[src/design/mem_pkg.sv]
package mem_pkg;

   // Bus widths
   localparam int ADDR_W = 12;             // Word address
   localparam int DATA_W = 32;
   localparam int STRB_W = DATA_W / 8;

   // Cache geometry
   localparam int OFFSET_W = 2;            // 4 words per line
   localparam int INDEX_W  = 4;            // 16 lines
   localparam int TAG_W    = ADDR_W - INDEX_W - OFFSET_W;

   // Split view used for the cache lookup
   typedef struct packed {
      logic [TAG_W-1:0]    tag;
      logic [INDEX_W-1:0]  index;
      logic [OFFSET_W-1:0] offset;
   } mem_addr_split_t;

   // One address word, read flat or split
   typedef union packed {
      logic [ADDR_W-1:0] flat;
      mem_addr_split_t   split;
   } mem_addr_u;

   // Request, wstrb of zero is a read
   typedef struct packed {
      logic              valid;
      mem_addr_u         addr;
      logic [DATA_W-1:0] wdata;
      logic [STRB_W-1:0] wstrb;
   } mem_req_t;

   typedef struct packed {
      logic [DATA_W-1:0] rdata;
      logic              rvalid;     // One pulse per accepted read
      logic              ready;      // Acceptance of the request
   } mem_resp_t;

endpackage

[src/design/l1_cache.sv]
`timescale 1ns/1ps

module l1_cache import mem_pkg::*; (
   input  logic      clk_i,
   input  logic      arst_i,
   input  logic      invalidate_i,
   input  mem_req_t  fe_req_i,
   output mem_resp_t fe_resp_o,
   output mem_req_t  be_req_o,
   input  mem_resp_t be_resp_i
);

   localparam int N_LINES = 2**INDEX_W;
   localparam int N_WORDS = 2**OFFSET_W;

   typedef enum logic [1:0] {S_IDLE, S_REFILL, S_WRITE} state_t;

   state_t              state;
   logic [TAG_W-1:0]    tag_mem  [N_LINES];
   logic [DATA_W-1:0]   data_mem [N_LINES][N_WORDS];
   logic [N_LINES-1:0]  line_valid;
   logic                inv_pend;      // Invalidate waiting for an idle cycle
   logic [OFFSET_W-1:0] refill_cnt;    // Next word of the line
   logic                rd_wait;       // Word requested, data not back yet
   logic [DATA_W-1:0]   rdata_q;
   logic                rvalid_q;

   mem_addr_u           addr;
   mem_addr_u           line_base;
   mem_addr_u           refill_addr;
   logic                is_read;
   logic                hit;
   logic                idle_free;
   logic                hit_read;
   logic                be_accept;
   logic                refill_done;

   assign addr      = fe_req_i.addr;
   assign is_read   = (fe_req_i.wstrb == '0);
   assign hit       = line_valid[addr.split.index] &&
                      (tag_mem[addr.split.index] == addr.split.tag);
   assign idle_free = (state == S_IDLE) && !inv_pend;   // No invalidation to apply
   assign hit_read  = idle_free && fe_req_i.valid && is_read && hit;

   // Refill walks the line from its first word
   always_comb begin
      line_base              = addr;
      line_base.split.offset = '0;
      refill_addr.flat       = line_base.flat + ADDR_W'(refill_cnt);
   end

   always_comb begin
      be_req_o       = fe_req_i;       // Write-through reuses the front-end fields
      be_req_o.valid = 1'b0;
      if (state == S_WRITE) begin
         be_req_o.valid = fe_req_i.valid;
      end else if (state == S_REFILL) begin
         be_req_o.valid = !rd_wait;
         be_req_o.addr  = refill_addr;
         be_req_o.wdata = '0;
         be_req_o.wstrb = '0;
      end
   end

   assign be_accept   = be_req_o.valid && be_resp_i.ready;
   assign refill_done = (state == S_REFILL) && be_resp_i.rvalid && (refill_cnt == '1);

   assign fe_resp_o.ready  = hit_read || ((state == S_WRITE) && be_accept);
   assign fe_resp_o.rvalid = rvalid_q;
   assign fe_resp_o.rdata  = rdata_q;

   // Arrays and read data
   always_ff @(posedge clk_i) begin
      if (hit_read) begin
         rdata_q <= data_mem[addr.split.index][addr.split.offset];
      end
      if ((state == S_REFILL) && be_resp_i.rvalid) begin
         data_mem[addr.split.index][refill_cnt] <= be_resp_i.rdata;
      end
      if (refill_done) begin
         tag_mem[addr.split.index] <= addr.split.tag;
      end
      // Keep a cached copy in step with the write-through
      if ((state == S_WRITE) && be_accept && hit) begin
         for (int b = 0; b < STRB_W; b++) begin
            if (fe_req_i.wstrb[b]) begin
               data_mem[addr.split.index][addr.split.offset][8*b +: 8] <=
                  fe_req_i.wdata[8*b +: 8];
            end
         end
      end
   end

   always_ff @(posedge clk_i or posedge arst_i) begin
      if (arst_i) begin
         state      <= S_IDLE;
         line_valid <= '0;
         inv_pend   <= 1'b0;
         refill_cnt <= '0;
         rd_wait    <= 1'b0;
         rvalid_q   <= 1'b0;
      end else begin
         rvalid_q <= hit_read;            // Hit data one cycle after acceptance

         if (invalidate_i) begin
            inv_pend <= 1'b1;
         end else if (state == S_IDLE) begin
            inv_pend <= 1'b0;
         end

         case (state)
            S_IDLE: begin
               if (inv_pend) begin
                  line_valid <= '0;       // Request waits one cycle
               end else if (fe_req_i.valid && !is_read) begin
                  state <= S_WRITE;
               end else if (fe_req_i.valid && !hit) begin
                  state <= S_REFILL;
               end
            end
            S_REFILL: begin
               if (be_accept) begin
                  rd_wait <= 1'b1;
               end
               if (be_resp_i.rvalid) begin
                  rd_wait    <= 1'b0;
                  refill_cnt <= refill_cnt + 1'b1;   // Wraps to 0 at line end
               end
               if (refill_done) begin
                  line_valid[addr.split.index] <= 1'b1;
                  state <= S_IDLE;        // Lookup now hits
               end
            end
            S_WRITE: begin
               if (be_accept) begin
                  state <= S_IDLE;
               end
            end
            default: state <= S_IDLE;
         endcase
      end
   end

endmodule

[config.mk]
export PLATFORM = sky130hd
export DESIGN_NAME = l1_cache
export DESIGN_NICKNAME = d
export VERILOG_FILES = /design/src/design/mem_pkg.sv /design/src/design/l1_cache.sv
export SDC_FILE = /design/constraint.sdc
export NUM_CORES = 2
export LEC_CHECK = 0
export BUFFER_PORTS_ARGS = -buffer_cell sky130_fd_sc_hd__buf_2
export CAP_MARGIN = 10
export CORE_MARGIN = 1
export CORE_UTILIZATION = 39
export DETAILED_ROUTE_END_ITERATION = 6
export REMOVE_ABC_BUFFERS = 1
export SLEW_MARGIN = 20
export SYNTH_ARGS = -nofsm -noshare
export SYNTH_HDL_FRONTEND = slang
export SYNTH_SLANG_ARGS = --single-unit
[constraint.sdc]
create_clock -name clk_i -period 9.8 [get_ports clk_i]
set_input_delay 0.98 -clock clk_i [delete_from_list [all_inputs] [get_ports clk_i]]
set_output_delay 0.98 -clock clk_i [all_outputs]
set_load 0.02 [all_outputs]
==> impl_metrics.ini <==
[logic_synthesis]
syn_area_sq_mm = 0.0876
yosys_register_bits = 2199
yosys-top-cells-area = edfxtp_1 75%, mux4_2 18%, mux2_2 1.3%
synth_top_area_share_pct = 74.6
synthMuxAreaShare_pct = 19.9
ys_seq_area_share_pct = 75.2
yosys-top-cells-count = 2176 x edfxtp_1, 691 x mux4_2, 177 x a21oi_1
synth_compound_area_share_pct = 2.03
synth.most_common_cell = edfxtp_1
postSynthAreaPerCell_sq_um = 23.1
async_reset_ff_share_pct = 1.05
synth_xor_area_share_pct = 0.0699
synth_top_area_cell = edfxtp_1
synth_top_family_by_area = multiplexers
synth-simple-area-share_pct = 1.24
synthCells = 3801
ys_types = 47
synth-edff-count = 2176
yosys_most_used_dff = edfxtp_1
ys.warnings.count = 0
synthAdderAreaFrac_pct = 0.0571

[clock_network]
hold_buffers = 0
path_clk_slew_ns = 0.06
cts_resized = 0
cts_max_path_buffers = 3
cts_root_buf = clkbuf_16
cts_buffers = 220
cts_tree = yes
insertion_delay_ns = 0.85
htreeDepth = 4
cts.sink_count = 2199
post-cts-setup-buffers = 0

[pwr]
ir_worst_vdd_v = 0.000164
cellLeakagePower_uw = 0.0304
powerDensity_mw_per_mm2 = 201

[job]
max-cap-violations = 0

[floorplan]
die_w_um = 476
ioPinCount = 169
die_h_um = 476
start_util_pct = 39.4
rows = 173
die-area_sq_mm = 0.227
core_area_sq_mm = 0.223

[placement]
io_buffer_count = 168
dpl_worst_slack_ns = 3.29
dp_hpwl_um = 141000
gp_congestion = 0.814

[setup_path]
r2r_cells = 8
cp_cell_sequence = buf_8, buf_12, mux4_2, mux2i_1, xor2_1, o21ai_0, a2111oi_4, buf_4, nand3_1, o21ai_0, buf_2
critPathMaxFanout = 76
worst_ep_arrival_time_ns = 4.83
crit_end = fe_resp_o[0]
r2r_end = data_mem[11][7]
crit_type = in -> out
critPathCaptureType = output port
cpPeakStageDelay_ns = 0.58
crit_start = fe_req_i[39]
crit_path_start_kind = input pin
r2r_start = tag_mem[7][4]
path_common_cell = o21ai_0
worstPathRequired_ns = 8.82
rrSetupSlack_ns = 5.10
critPathSlowestCell = mux4_2

[sta]
whs_ns = 0.197
fin_setup_tns_ns = 0
maxSlewViolCount = 0
finalHoldViolations = 0
fin_crit_ns = 5.81
worst_pin_slew_ns = 1.11
fmax_mhz = 172
grt_setup_unrepaired = false
setup_slack_ns = 3.99
relSlewSlack_pct = 26.2
setup_viol = 0
fin_skew_ns = 0.0529
fin_crit_sh_pct = 59.3

[route]
drtIter0Drc = 4027
ant_nets = 0
dr.pass1.iters = 6
routed_via_density = 5.69
dr_total_vias = 40800
wl_per_cell_um = 30.9
drc = 0
wirelength_um = 221000

[cells_and_area]
nets = 4078
drive_gt1_share_pct = 35.9
area_growth_pct = 12.9

[grt]
grt_usage_pct = 19.7
grt_pass1_wl_um = 317000
grt_pass1_vias = 41500
grt_max_degree = 105
grt-ovfl-total = 0
antenna_found_initial = 16

[status]
status = finished, final reports clean

[min_path]
holdCritPathClass = in -> async
worst min path at each step:
| stage | slack [ns] | cells after the start | to | start |
|---|---|---|---|---|
| 6_report | 0.20 | 2 | line_valid[8] | arst_i |
| 5_1_grt | 0.21 | 2 | line_valid[8] | arst_i |
| 4_1_cts | 0.32 | 2 | state[1] | be_resp_i[0] |
| 3_5_place_dp | 0.48 | 2 | line_valid[10] | line_valid[10] |
| 3_3_place_gp | 0.47 | 2 | line_valid[13] | line_valid[13] |
| 2_1_floorplan | 0.46 | 2 | line_valid[7] | line_valid[7] |
cells in the final DEF, fill, tap and decap left out, drive strengths merged, types with 4 or more instances in the layout:
cell | synthesis | routed
a21oi | 257 | 257
a22oi | 5 | 5
and2 | 38 | 38
buf | 130 | 230
bufinv | 0 | 25
clkbuf | 135 | 263
clkinv | 0 | 109
clkinvlp | 0 | 12
dfrtp | 23 | 23
edfxtp | 2176 | 2176
ha | 4 | 4
inv | 6 | 15
mux2 | 129 | 129
mux2i | 23 | 23
mux4 | 694 | 694
nand2 | 32 | 32
nand3 | 14 | 14
nand4 | 17 | 17
nor2 | 74 | 74
nor2b | 9 | 9
o21ai | 8 | 8
xor2 | 5 | 5
worst max-delay path: cells and delay by family:
family | cells | cell delay (ns)
AOI/OAI and AO/OA | 3 | 0.73
xor gates and xnor gates | 1 | 0.20
buffers and inverters | 4 | 1.64
muxes | 2 | 0.78
and+or+nand+nor | 1 | 0.23
metal layers:
metal / part of all wire [%] / track usage [%] / vias up
li1: - / - / 16600
met1: 42 / 27.6 / 22200
met2: 49 / 31.6 / 1624
met3: 6.8 / 3.75 / 297
met4: 2.4 / 5.36 / 2
met5: 0.0045 / 0 / -
where the power goes:
| group | switching (uW) | internal [uW] |
|---|---|---|
| sequential | 9.78 | 10300 |
| clock | 3640 | 4870 |
| combinational | 633 | 395 |
layout make-up:
type / instances / area (sq um)
Clock buffer: 263 / 5750
Clock inverter: 155 / 1610
Antenna cell: 2 / 5.00
Inverter: 6 / 22.5
Sequential cell: 2199 / 65900
Fill cell: 18500 / 124000
Tap cell: 2975 / 3720
Multi-Input combinational cell: 1331 / 20500
Timing Repair Buffer: 230 / 1390
sequential cells by signal, summed over array words and instances (netlist names):
signal	cells
data_mem	2048
inv_pend	1
line_valid	16
rd_wait	1
rdata_q	32
refill_cnt	2
rvalid_q	1
state	2
tag_mem	96
cells by family after synthesis:
kind of cell,after synthesis
buffers and inverters,271
DFF,2199
xor gates and xnor gates,7
and+or+nand+nor,191
adders and majority gates,4
muxes,846
AOI/OAI and AO/OA,283
through the flow:
stage / std cells / total power, uW / instance area, sq um / util, %
after global placement: 6741 / 11600 / 91500 / 41.1
after CTS: 7159 / 20000 / 98900 / 44.4
final: 7161 / 19900 / 98900 / 44.4
after global routing: 7161 / 20400 / 98900 / 44.4
after floorplan: 3536 / 11100 / 86300 / -
after detailed placement: 6741 / 11600 / 91500 / 41.1
Note: power is estimated with default switching activity, not from simulation.
